`config.mk`:
```
export PLATFORM = sky130hd
export DESIGN_NAME = vaddsub
export DESIGN_NICKNAME = d
export VERILOG_FILES = /design/src/vector_pkg.sv /design/src/bf16_addsub.sv /design/src/vaddsub_issue.sv /design/src/fp_status_flags.sv /design/src/vaddsub.sv
export SDC_FILE = /design/constraint.sdc
export NUM_CORES = 1
export LEC_CHECK = 0
export BUFFER_PORTS_ARGS = -buffer_cell sky130_fd_sc_hd__buf_2
export CORE_MARGIN = 4
export CORE_UTILIZATION = 60
export CTS_BUF_LIST = sky130_fd_sc_hd__clkbuf_4 sky130_fd_sc_hd__clkbuf_8
export DETAILED_ROUTE_END_ITERATION = 8
export GPL_ROUTABILITY_DRIVEN = 0
export HOLD_SLACK_MARGIN = 0.03
export PLACE_DENSITY_LB_ADDON = 0.2
export SLEW_MARGIN = 20
export SYNTH_ARGS = -nofsm -noshare
export SYNTH_HDL_FRONTEND = slang
export SYNTH_SLANG_ARGS = --single-unit
```
`constraint.sdc`:
```
create_clock -name CLK -period 16 [get_ports CLK]
set_input_delay 3.2 -clock CLK [delete_from_list [all_inputs] [get_ports CLK]]
set_output_delay 3.2 -clock CLK [all_outputs]
set_load 0.005 [all_outputs]
```
`src/vector_pkg.sv`:
```
package vector_pkg;

  // bf16 element layout
  localparam int BF16_W = 16;
  localparam int EXP_W  = 8;
  localparam int FRAC_W = 7;

  // guard, round, sticky
  localparam int GRS_W = 3;

  // vector shape
  localparam int LANES = 4;
  localparam int VL_W  = 3;   // holds 0..LANES

  // special encodings
  localparam logic [EXP_W-1:0] EXP_ALL1 = {EXP_W{1'b1}};

  localparam logic [BF16_W-1:0] QNAN    = 16'h7FC0;
  localparam logic [BF16_W-1:0] POS_INF = 16'h7F80;
  localparam logic [BF16_W-1:0] NEG_INF = 16'hFF80;

endpackage

```
`src/bf16_addsub.sv`:
```
module bf16_addsub (
  input  logic                          CLK,
  input  logic                          nRST,
  input  logic                          enable,
  input  logic                          sub,
  input  logic [vector_pkg::BF16_W-1:0] port_a,
  input  logic [vector_pkg::BF16_W-1:0] port_b,
  output logic [vector_pkg::BF16_W-1:0] result,
  output logic                          overflow
);

  localparam int SIG_W  = vector_pkg::FRAC_W + 1;    // hidden bit + fraction
  localparam int EXT_W  = SIG_W + vector_pkg::GRS_W;  // significand with grs room
  localparam int SUM_W  = EXT_W + 1;                  // one carry bit on top
  localparam int LZ_W   = $clog2(SUM_W + 1);
  localparam int EXPX_W = vector_pkg::EXP_W + 2;      // sign and headroom for over/underflow

  function automatic logic [vector_pkg::EXP_W-1:0] exp_of(
    input logic [vector_pkg::BF16_W-1:0] x
  );
    return x[vector_pkg::BF16_W-2 -: vector_pkg::EXP_W];
  endfunction

  function automatic logic [vector_pkg::FRAC_W-1:0] frac_of(
    input logic [vector_pkg::BF16_W-1:0] x
  );
    return x[vector_pkg::FRAC_W-1:0];
  endfunction

  function automatic logic is_nan(input logic [vector_pkg::BF16_W-1:0] x);
    return (exp_of(x) == vector_pkg::EXP_ALL1) && (frac_of(x) != '0);
  endfunction

  function automatic logic is_inf(input logic [vector_pkg::BF16_W-1:0] x);
    return (exp_of(x) == vector_pkg::EXP_ALL1) && (frac_of(x) == '0);
  endfunction

  function automatic logic [vector_pkg::BF16_W-1:0] inf_of(input logic s);
    return s ? vector_pkg::NEG_INF : vector_pkg::POS_INF;
  endfunction

  // subnormals read as zero (DAZ)
  function automatic logic [SIG_W-1:0] sig_of(input logic [vector_pkg::BF16_W-1:0] x);
    return (exp_of(x) == '0) ? '0 : {1'b1, frac_of(x)};
  endfunction

  // right shift, everything shifted out ORed into the lsb
  function automatic logic [EXT_W-1:0] align(
    input logic [EXT_W-1:0]             x,
    input logic [vector_pkg::EXP_W-1:0] shamt
  );
    logic [EXT_W-1:0] y;
    logic [EXT_W-1:0] lost;
    if (shamt >= EXT_W) begin
      y    = '0;
      y[0] = |x;
    end else begin
      y    = x >> shamt;
      lost = x & ~({EXT_W{1'b1}} << shamt);
      y[0] = y[0] | (|lost);
    end
    return y;
  endfunction

  function automatic logic [LZ_W-1:0] lzc(input logic [SUM_W-1:0] x);
    logic [LZ_W-1:0] n;
    logic            found;
    n     = LZ_W'(SUM_W);
    found = 1'b0;
    for (int i = SUM_W - 1; i >= 0; i--) begin
      if (!found && x[i]) begin
        n     = LZ_W'(SUM_W - 1 - i);
        found = 1'b1;
      end
    end
    return n;
  endfunction

  // stage 1: classify, align, add

  logic                          sign_a, sign_b;
  logic                          s1n_special;
  logic [vector_pkg::BF16_W-1:0] s1n_special_res;

  assign sign_a = port_a[vector_pkg::BF16_W-1];
  assign sign_b = port_b[vector_pkg::BF16_W-1] ^ sub;  // a - b is a + (-b)

  always_comb begin
    s1n_special     = 1'b1;
    s1n_special_res = vector_pkg::QNAN;
    if (is_nan(port_a) || is_nan(port_b)) begin
      s1n_special_res = vector_pkg::QNAN;
    end else if (is_inf(port_a) && is_inf(port_b)) begin
      // inf - inf is invalid
      s1n_special_res = (sign_a ^ sign_b) ? vector_pkg::QNAN : inf_of(sign_a);
    end else if (is_inf(port_a)) begin
      s1n_special_res = inf_of(sign_a);
    end else if (is_inf(port_b)) begin
      s1n_special_res = inf_of(sign_b);
    end else begin
      s1n_special = 1'b0;
    end
  end

  logic [vector_pkg::EXP_W-1:0] e_a, e_b, big_exp, small_exp;
  logic [SIG_W-1:0]             m_a, m_b;
  logic [EXT_W-1:0]             big_sig, small_sig, small_al;
  logic                         swap, big_sign, small_sign;
  logic [SUM_W-1:0]             s1n_mag;

  assign e_a = exp_of(port_a);
  assign e_b = exp_of(port_b);
  assign m_a = sig_of(port_a);
  assign m_b = sig_of(port_b);

  assign swap = (e_b > e_a) || ((e_b == e_a) && (m_b > m_a));  // b is larger

  assign big_exp    = swap ? e_b : e_a;
  assign small_exp  = swap ? e_a : e_b;
  assign big_sig    = swap ? {m_b, {vector_pkg::GRS_W{1'b0}}} : {m_a, {vector_pkg::GRS_W{1'b0}}};
  assign small_sig  = swap ? {m_a, {vector_pkg::GRS_W{1'b0}}} : {m_b, {vector_pkg::GRS_W{1'b0}}};
  assign big_sign   = swap ? sign_b : sign_a;
  assign small_sign = swap ? sign_a : sign_b;

  assign small_al = align(small_sig, big_exp - small_exp);

  // larger minus smaller never goes negative
  assign s1n_mag = (big_sign ^ small_sign) ? ({1'b0, big_sig} - {1'b0, small_al})
                                           : ({1'b0, big_sig} + {1'b0, small_al});

  logic                          s1_v;
  logic                          s1_special;
  logic [vector_pkg::BF16_W-1:0] s1_special_res;
  logic [SUM_W-1:0]              s1_mag;
  logic [vector_pkg::EXP_W-1:0]  s1_exp;
  logic                          s1_sign;

  always_ff @(posedge CLK or negedge nRST) begin
    if (!nRST) begin
      s1_v <= 1'b0;
    end else begin
      s1_v <= enable;
    end
  end

  always_ff @(posedge CLK) begin
    if (enable) begin  // hold payload while the lane is idle
      s1_special     <= s1n_special;
      s1_special_res <= s1n_special_res;
      s1_mag         <= s1n_mag;
      s1_exp         <= big_exp;
      s1_sign        <= big_sign;
    end
  end

  // stage 2: normalize, round, pack

  logic [LZ_W-1:0]               lz, shl;
  logic [SUM_W-1:0]              norm;
  logic [EXPX_W-1:0]             exp_n, exp_post;
  logic [SIG_W-1:0]              sig_keep, sig_rnd;
  logic                          guard, rnd, stk, inc, rnd_carry;
  logic [vector_pkg::BF16_W-1:0] s2n_out;
  logic                          s2n_ovf;

  assign lz  = lzc(s1_mag);
  assign shl = lz - 1'b1;  // msb lands on bit EXT_W-1

  always_comb begin
    norm  = s1_mag;
    exp_n = EXPX_W'(s1_exp);
    if (s1_mag[SUM_W-1]) begin
      // carry out, shift right once keeping sticky
      norm    = s1_mag >> 1;
      norm[0] = norm[0] | s1_mag[0];
      exp_n   = exp_n + 1'b1;
    end else if (s1_mag != '0) begin
      norm  = s1_mag << shl;
      exp_n = exp_n - EXPX_W'(shl);  // may go to zero or below
    end
  end

  assign sig_keep = norm[vector_pkg::GRS_W +: SIG_W];
  assign guard    = norm[2];
  assign rnd      = norm[1];
  assign stk      = norm[0];
  assign inc      = guard & (rnd | stk | sig_keep[0]);  // ties to even

  assign {rnd_carry, sig_rnd} = {1'b0, sig_keep} + inc;
  // on carry sig_rnd wraps to zero, which is the right fraction for 1.0 * 2^(e+1)
  assign exp_post = exp_n + rnd_carry;

  always_comb begin
    s2n_out = '0;
    s2n_ovf = 1'b0;
    if (s1_special) begin
      s2n_out = s1_special_res;
    end else if (s1_mag == '0) begin
      s2n_out = '0;  // exact cancellation is +0
    end else if (exp_post[EXPX_W-1] || exp_post == '0) begin
      s2n_out = {s1_sign, {(vector_pkg::BF16_W-1){1'b0}}};  // FTZ
    end else if (exp_post >= EXPX_W'(vector_pkg::EXP_ALL1)) begin
      s2n_out = inf_of(s1_sign);
      s2n_ovf = 1'b1;
    end else begin
      s2n_out = {s1_sign, exp_post[vector_pkg::EXP_W-1:0], sig_rnd[vector_pkg::FRAC_W-1:0]};
    end
  end

  logic                          s2_v;
  logic [vector_pkg::BF16_W-1:0] s2_out;
  logic                          s2_ovf;

  always_ff @(posedge CLK or negedge nRST) begin
    if (!nRST) begin
      s2_v <= 1'b0;
    end else begin
      s2_v <= s1_v;
    end
  end

  always_ff @(posedge CLK) begin
    if (s1_v) begin
      s2_out <= s2n_out;
      s2_ovf <= s2n_ovf;
    end
  end

  // idle lanes read as zero
  assign result   = s2_v ? s2_out : '0;
  assign overflow = s2_v & s2_ovf;

endmodule

```
`src/vaddsub_issue.sv`:
```
module vaddsub_issue (
  input  logic                        CLK,
  input  logic                        nRST,
  input  logic                        enable,
  input  logic [vector_pkg::VL_W-1:0] vl,
  input  logic [vector_pkg::LANES-1:0] lane_mask,
  output logic [vector_pkg::LANES-1:0] lane_en,
  output logic                        out_valid
);

  logic [1:0] valid_q;  // one bit per lane stage

  // lane i runs when issued, inside vl and not masked
  always_comb begin
    for (int i = 0; i < vector_pkg::LANES; i++) begin
      lane_en[i] = enable & lane_mask[i] & (i < int'(vl));
    end
  end

  // operation valid follows the strobe, not the lanes,
  // so vl of 0 still gives a pulse
  always_ff @(posedge CLK or negedge nRST) begin
    if (!nRST) begin
      valid_q <= '0;
    end else begin
      valid_q <= {valid_q[0], enable};
    end
  end

  assign out_valid = valid_q[1];  // lines up with the lane result registers

endmodule

```
`src/fp_status_flags.sv`:
```
module fp_status_flags (
  input  logic                         CLK,
  input  logic                         nRST,
  input  logic [vector_pkg::LANES-1:0] lane_ovf,
  input  logic                         clear_flags,
  output logic                         overflow_flag
);

  logic any_ovf;

  assign any_ovf = |lane_ovf;  // lanes already gate with their valid

  // sticky, a new overflow beats a clear in the same cycle
  always_ff @(posedge CLK or negedge nRST) begin
    if (!nRST) begin
      overflow_flag <= 1'b0;
    end else if (any_ovf) begin
      overflow_flag <= 1'b1;
    end else if (clear_flags) begin
      overflow_flag <= 1'b0;
    end
  end

endmodule

```
`src/vaddsub.sv`:
```
module vaddsub (
  input  logic                                            CLK,
  input  logic                                            nRST,
  input  logic                                            enable,
  input  logic                                            sub,
  input  logic [vector_pkg::VL_W-1:0]                     vl,
  input  logic [vector_pkg::LANES-1:0]                    lane_mask,
  input  logic [vector_pkg::LANES*vector_pkg::BF16_W-1:0] vec_a,
  input  logic [vector_pkg::LANES*vector_pkg::BF16_W-1:0] vec_b,
  input  logic                                            clear_flags,
  output logic [vector_pkg::LANES*vector_pkg::BF16_W-1:0] vec_out,
  output logic                                            out_valid,
  output logic [vector_pkg::LANES-1:0]                    overflow,
  output logic                                            overflow_flag
);

  logic [vector_pkg::LANES-1:0] lane_en;

  vaddsub_issue issue0 (
    .CLK       (CLK),
    .nRST      (nRST),
    .enable    (enable),
    .vl        (vl),
    .lane_mask (lane_mask),
    .lane_en   (lane_en),
    .out_valid (out_valid)
  );

  // lane i owns bits 16i .. 16i+15 of each vector
  for (genvar i = 0; i < vector_pkg::LANES; i++) begin : gen_lane
    bf16_addsub lane (
      .CLK      (CLK),
      .nRST     (nRST),
      .enable   (lane_en[i]),
      .sub      (sub),            // shared across lanes
      .port_a   (vec_a[i*vector_pkg::BF16_W +: vector_pkg::BF16_W]),
      .port_b   (vec_b[i*vector_pkg::BF16_W +: vector_pkg::BF16_W]),
      .result   (vec_out[i*vector_pkg::BF16_W +: vector_pkg::BF16_W]),
      .overflow (overflow[i])
    );
  end

  fp_status_flags flags0 (
    .CLK           (CLK),
    .nRST          (nRST),
    .lane_ovf      (overflow),
    .clear_flags   (clear_flags),
    .overflow_flag (overflow_flag)
  );

endmodule

```
Yosys cells after proc, flatten, opt, wreduce, memory -nomap -nowiden
Cells that the tools add are included.

cells by class
  $add $sub $neg = 32
  magnitude comparators = 20
  equal/unequal tests = 12
  shift operators = 12
  multiplexer cells = 206
  bitwise operators = 52
  reductions and logical operators = 178

operator list
  operator                 count
  $mux W16                 48
  $mux W11                 20
  $mux W4                  48
  $mux W8                  16
  $reduce_or A11 Y1        8
  $mux W10                 8
  $logic_and A1 B1 Y1      68
  $eq A8 B8 Y1 const B     8
  $gt A8 B8 Y1             8
  $logic_not A8 Y1         8
  $mux W1                  62
  $logic_not A7 Y1         8
  $reduce_bool A7 Y1       8
  $add A11 B11 Y12         4
  $logic_not A12 Y1        4
  $mux W12                 4
  $reduce_bool A12 Y1      4
  $shl A12 B4 Y11          4
  $sub A11 B11 Y12         4
  $and A11 B11 Y11         4
  $logic_not A1 Y1         44
  $not A11 Y11             4
  $shl A11 B8 Y11 const A  4
  $shr A11 B8 Y11          4
  other kinds (19)         110

storage, ports and cells
  register bits after elaboration = 231
  bits of input ports = 140
  output and inout bits = 70
  logic and storage cells = 550

Depth between registers and ports, before layout
  depth after elaboration = 48
  depth in mapped cells = 40
  gate-level depth less buffers = 36

Hierarchy
A second synthesis with hierarchy kept.

second synthesis, totals
  cells, all modules = 2,855
  area, all modules = 22,489.1 um^2

by module, submodules not included
  module                              times used  cells an instance  area each (um^2)  sequential area each (um^2)
  bf16_addsub (gen_lane[0].lane ...)  3           720                5,627.9           1,281.2
  bf16_addsub (gen_lane[3].lane)      1           683                5,475.3           1,281.2
  vaddsub_issue                       1           8                  90.1              50.0
  fp_status_flags                     1           4                  40.0              25.0

Worst setup path before layout
Ideal clock, no wire load.

  path type = input to register
  start point = input port vec_a[45] in the netlist's numbering
  end point = register gen_lane[2].lane.s1_mag[10] (data pin)
  library setup time = 258 ps
  arrival time = 10,197 ps
  data required time = 15,742 ps
  setup slack = 5,545 ps
  stages on the path = 33
  buffers on the path = 3
  path through = or4_1 > or2_2 > buf_2 > nand2_1 > ha_1 > a21o_1 > maj3_4 > a211o_2 > nand3_2 > buf_2 > buf_1 > nor2_1 > a21oi_1 > ha_1 > o21ai_0 > and3_1 > o311ai_0 > nor4_1 > a211oi_1 > o2111ai_2 > nor3_2 > mux2i_1 > a41o_1 > ha_1 > nand2_1 > or3b_2 > o21ai_0 > a32oi_1 > ha_1 > o21a_1 > a21o_1 > a21oi_1 > xnor2_1

between the ends
  cells in the longest elaborated chain, start to end = 15
  elaborated cells between the ends (all ways) = 27
  classes of those cells = add/sub (3); order compare (3); eq/ne (1); shift (2); mux (9); bitwise (4); reduce/logical (5)

ends and longest elaborated chain
  element                                               RTL line                                source
  start, declared                                       vaddsub.sv:8                            input logic [vector_pkg::LANES*vector_pkg::BF16_W-1:0] vec_a,
  $logic_not A8 Y1                                      bf16_addsub.sv:44                       return (exp_of(x) == '0) ? '0 : {1'b1, frac_of(x)};
  $mux W8                                               bf16_addsub.sv:44
  $gt A8 B8 Y1                                          bf16_addsub.sv:116                      assign swap = (e_b > e_a) || ((e_b == e_a) && (m_b > m_a));
  $logic_and A1 B1 Y1                                   bf16_addsub.sv:116
  $logic_or A1 B1 Y1                                    bf16_addsub.sv:116
  $mux W8 (on tied branches)                            bf16_addsub.sv:118, bf16_addsub.sv:119
  $sub A8 B8 Y8                                         bf16_addsub.sv:125                      assign small_al = align(small_sig, big_exp - small_exp);
  $shl A11 B8 Y11                                       bf16_addsub.sv:59                       lost = x & ~({EXT_W{1'b1}} << shamt);
  $not A11 Y11                                          bf16_addsub.sv:59
  $and A11 B11 Y11                                      bf16_addsub.sv:59
  $reduce_or A11 Y1                                     bf16_addsub.sv:60                       y[0] = y[0] | (|lost);
  $or A1 B1 Y1                                          bf16_addsub.sv:60
  $mux W11                                              bf16_addsub.sv:54                       if (shamt >= EXT_W) begin
  $add A11 B11 Y12 or $sub A11 B11 Y12 (tied branches)  bf16_addsub.sv:129, bf16_addsub.sv:128
  $mux W12 *                                            bf16_addsub.sv:128                      assign s1n_mag = (big_sign ^ small_sign) ? ({1'b0, big_sig} - {1'b0, small_al})
  named net gen_lane[2].lane.s1n_mag[10]                bf16_addsub.sv:109                      logic [SUM_W-1:0] s1n_mag;
  end signal, assigned                                  bf16_addsub.sv:150                      s1_mag <= s1n_mag;
  end, declared                                         bf16_addsub.sv:134                      logic [SUM_W-1:0] s1_mag;

The timed path passes the listed nets; every way through them passes the cells marked *.
A chain may end at the register's enable or synchronous reset.

Worst setup path in the final report
  start point = input port vec_b[24] in the netlist's numbering
  end point = register gen_lane[1].lane.s1_mag[11] (data pin)

between the ends
  cells in the longest elaborated chain, start to end = 15
  elaborated cells between the ends (all ways) = 27
  classes of those cells = add/sub (3); order compare (3); eq/ne (1); shift (2); mux (9); bitwise (4); reduce/logical (5)

ends and longest elaborated chain
  element                                               RTL line                                source
  start, declared                                       vaddsub.sv:9                            input logic [vector_pkg::LANES*vector_pkg::BF16_W-1:0] vec_b,
  $logic_not A8 Y1                                      bf16_addsub.sv:44
  $mux W8                                               bf16_addsub.sv:44
  $gt A8 B8 Y1                                          bf16_addsub.sv:116
  $logic_and A1 B1 Y1                                   bf16_addsub.sv:116
  $logic_or A1 B1 Y1                                    bf16_addsub.sv:116
  $mux W8 (on tied branches)                            bf16_addsub.sv:118, bf16_addsub.sv:119
  $sub A8 B8 Y8                                         bf16_addsub.sv:125
  $shl A11 B8 Y11                                       bf16_addsub.sv:59
  $not A11 Y11                                          bf16_addsub.sv:59
  $and A11 B11 Y11                                      bf16_addsub.sv:59
  $reduce_or A11 Y1                                     bf16_addsub.sv:60
  $or A1 B1 Y1                                          bf16_addsub.sv:60
  $mux W11                                              bf16_addsub.sv:54
  $add A11 B11 Y12 or $sub A11 B11 Y12 (tied branches)  bf16_addsub.sv:129, bf16_addsub.sv:128
  $mux W12 *                                            bf16_addsub.sv:128
  named net gen_lane[1].lane.s1n_mag[11]                bf16_addsub.sv:109
  end signal, assigned                                  bf16_addsub.sv:150
  end, declared                                         bf16_addsub.sv:134

Marked as above.

==> summary.txt <==
Floorplanning
  – Chip Width: 200 um
  – Boundary Pins: 210
  – Die ar.: 40000 sq um
  – Die height: 200 um
  – Std-Cell Rows: 70
  – Initial core utilization: 0.606
  – Core ar.: 36500 sq um

Logic synthesis
  – Post-synth EDFFs: 164
  – Syn Std Cell Area: 22100 sq um
  – Post-Syn Area per Cell: 7.92 sq um
  – Ys async rst share: 0.0629
  – Yosys cell types: 114
  – Primary FF master, synth: edfxtp_1
  – Ys Warns: 0
  – Synth Instances: 2793
  – Post-Syn Nets: 3080
  – Sequential share of the synthesized area: 0.235
  – #FFs+latches synth: 175

Route
  – Number of DRC markers in iteration 0: 1633
  – Met3 routed WL: 3920 um
  – Routed wire length per instance: 17.8 um
  – Drt pass-1 iters: 6
  – Met2 WL: 29300 um
  – Vias: 21900
  – Met1 wire length: 25400 um
  – Via density: 6.41
  – Drt total wl: 60500 um
  – Antenna viol nets, final: 0
  – Remaining DRCs: 0
  – Top Layer Used: met4

CTS
  – CTS Buf Count: 17
  – CTS clk-pin slew, worst paths: 100 ps
  – Max Buffers Root-to-Sink: 2
  – Clock Latency Late Sink: 500 ps
  – CTS H-Tree Depth: 4
  – Post-CTS setup buffer count: 0
  – CTS sink cnt: 175
  – CTS Root Cell: clkbuf_8
  – CTS tree: built
  – Number of hold buffers added after cts: 0
  – Post_cts resized: 0

STA
  – Worst Tran Pin Value: 1150 ps
  – Endpoints failing setup: 0
  – Fin Clk Skew: 19.6 ps
  – Max-slew headroom: 0.228
  – Final Max Tran Viols: 0
  – Highest Clock Rate: 0.0903 GHz
  – TNS Setup: 0 ps
  – Fin crit share: 0.693
  – Fin. Hold Viols: 0
  – Unrepaired setup endpoints after global routing: no
  – Fin crit period: 11080 ps

Worst setup path
  – Crit Path Max Fanout: 22
  – R2r worst-path depth: 27
  – Worst reg2reg setup slack: 8400 ps
  – Crit path launch type: primary input
  – CP max-delay cell: o31ai_4
  – Reg2reg start: gen_lane[1].lane.s1_mag[11]
  – Required @ worst endpoint: 16240 ps
  – Critical path class: in -> reg
  – Crit path DAT: 11320 ps
  – CP max stage delay: 870 ps
  – Worst path most repeated cell: nand2_1
  – Worst r2r dst: gen_lane[1].lane.s2_out[6]
  – Critical Path Sink Type: flop

Power
  – Final Total Pwr: 2.11 mW
  – P_leak: 9.90 nW
  – VDD IR max: 0.0000459 V
  – Pwr dens: 88.5 nW/um^2

Worst hold path
  – Hold Crit Depth: 0
  – Hold_sp: issue0.valid_q[0]
  – WHS Endpoint: issue0.valid_q[1]
  – Hold Path Class: reg -> reg

Placed design
  – # port buffers: 209
  – HPWL Detailed: 48100 um

Cells and area
  – Most frequent cells in the layout: 342 x nand2_1, 248 x nor2_1, 209 x buf_2
  – Layout cells sized above 1: 0.127
  – Area growth from synthesis to final layout: 7.88%
  – Nets: 3211
  – Most common cell after layout, fill and taps aside: nand2_1

GRT
  – Initial antenna violation count: 1
  – Total track usage: 0.290
  – First-pass GRT wire length: 97100 um
  – Grt total ovfl: 0
  – Pin count of the biggest net entering global routing: 39
  – Vias in the first global route: 20200

Status
  – Status: finished clean

Flow run
  – MaxCap Viol Count: 0
[worst max path at each step]
stage / endpoint / slack, ps / from / cells after the start
global route: gen_lane[1].lane.s1_mag[11] / 4320 / vec_b[24] / 36
finish: gen_lane[1].lane.s1_mag[11] / 4920 / vec_b[24] / 36
CTS: gen_lane[1].lane.s1_mag[11] / 5060 / vec_b[24] / 36
detailed placement: gen_lane[1].lane.s1_mag[11] / 4570 / vec_b[24] / 36
global placement: gen_lane[1].lane.s1_mag[11] / 4820 / vec_b[24] / 36
floorplan: gen_lane[2].lane.s1_mag[10] / 5550 / vec_a[45] / 33
[cell families after synthesis]
family | count (synthesis) | synth area share
XOR/XNOR | 160 | 0.0633
flip-flops | 175 | 0.235
AO/OA/AOI/OAI | 781 | 0.243
multiplexers | 149 | 0.0798
AND/OR/NAND/NOR | 1118 | 0.246
buffers and inverters | 262 | 0.0469
adder cells (fa/ha/maj) | 148 | 0.0851
[through the flow]
stage                     instance area (sq um)  std cells  setup slack (ps)   util  hold WS [ps]
final                                     23900       3407              4920  0.654           366
after CTS                                 23800       3405              5060  0.653           368
after global routing                      23900       3406              4320  0.653           379
after global placement                    23400       3373              4820  0.640           343
after floorplan                           22100       2793              5550      -           331
after detailed placement                  23400       3373              4570  0.641           341
[registers in the layout (all words and copies together) (netlist names)]
signal / count
flags0.overflow_flag: 1
gen_lane.lane.s1_special: 4
gen_lane.lane.s1_sign: 4
gen_lane.lane.s1_v: 4
gen_lane.lane.s2_out: 64
gen_lane.lane.s1_exp: 32
issue0.valid_q: 2
gen_lane.lane.s2_v: 4
gen_lane.lane.s1_mag: 48
gen_lane.lane.s2_ovf: 4
gen_lane.lane.s1_special_res: 8
[metal layers]
| metal | vias to the layer above | GRT usage |
|---|---|---|
| met5 | - | 0 |
| met4 | 0 | 0.106 |
| met3 | 145 | 0.0393 |
| met2 | 849 | 0.506 |
| met1 | 10200 | 0.368 |
| li1 | 10600 | - |
[cells in the mapped netlist, types with 35 or more instances]
library cell	instances	share of area
nand2b_1	37	0.010
edfxtp_1	164	0.22
xnor2_1	95	0.038
ha_1	143	0.081
clkbuf_1	77	0.013
nand4_1	35	0.0099
inv_1	150	0.025
o21ai_0	189	0.043
and2_1	96	0.027
nor3_1	70	0.016
nand2_1	342	0.058
nor4_1	40	0.011
mux2i_1	109	0.049
a21o_1	41	0.014
nand3_1	79	0.018
nor2_1	249	0.042
a31oi_1	36	0.010
and3_1	37	0.010
a21oi_1	148	0.033
xor2_1	65	0.026
[worst max-delay path: cells and delay by family]
kind	cells	cell delay, ps
AO/OA/AOI/OAI	16	3870
AND/OR/NAND/NOR	12	2580
adder cells (fa/ha/maj)	4	1160
XOR/XNOR	2	270
buffers and inverters	2	220
[layout make-up]
type                       count  area [sq um]
timing repair buffer         218          1110
tap                          468           586
antenna                        2          5.00
fill                        3133         12700
clock inverter                14           205
inverter                     156           586
multi-input combinational   2356         15900
sequential                   175          5200
clock buffer                  18           241
[report_power, final]
part / switching, mW / internal, mW
registers: 0.0499 / 0.564
logic: 0.687 / 0.468
clock network: 0.182 / 0.162
Power figures use the tool's default switching activity.
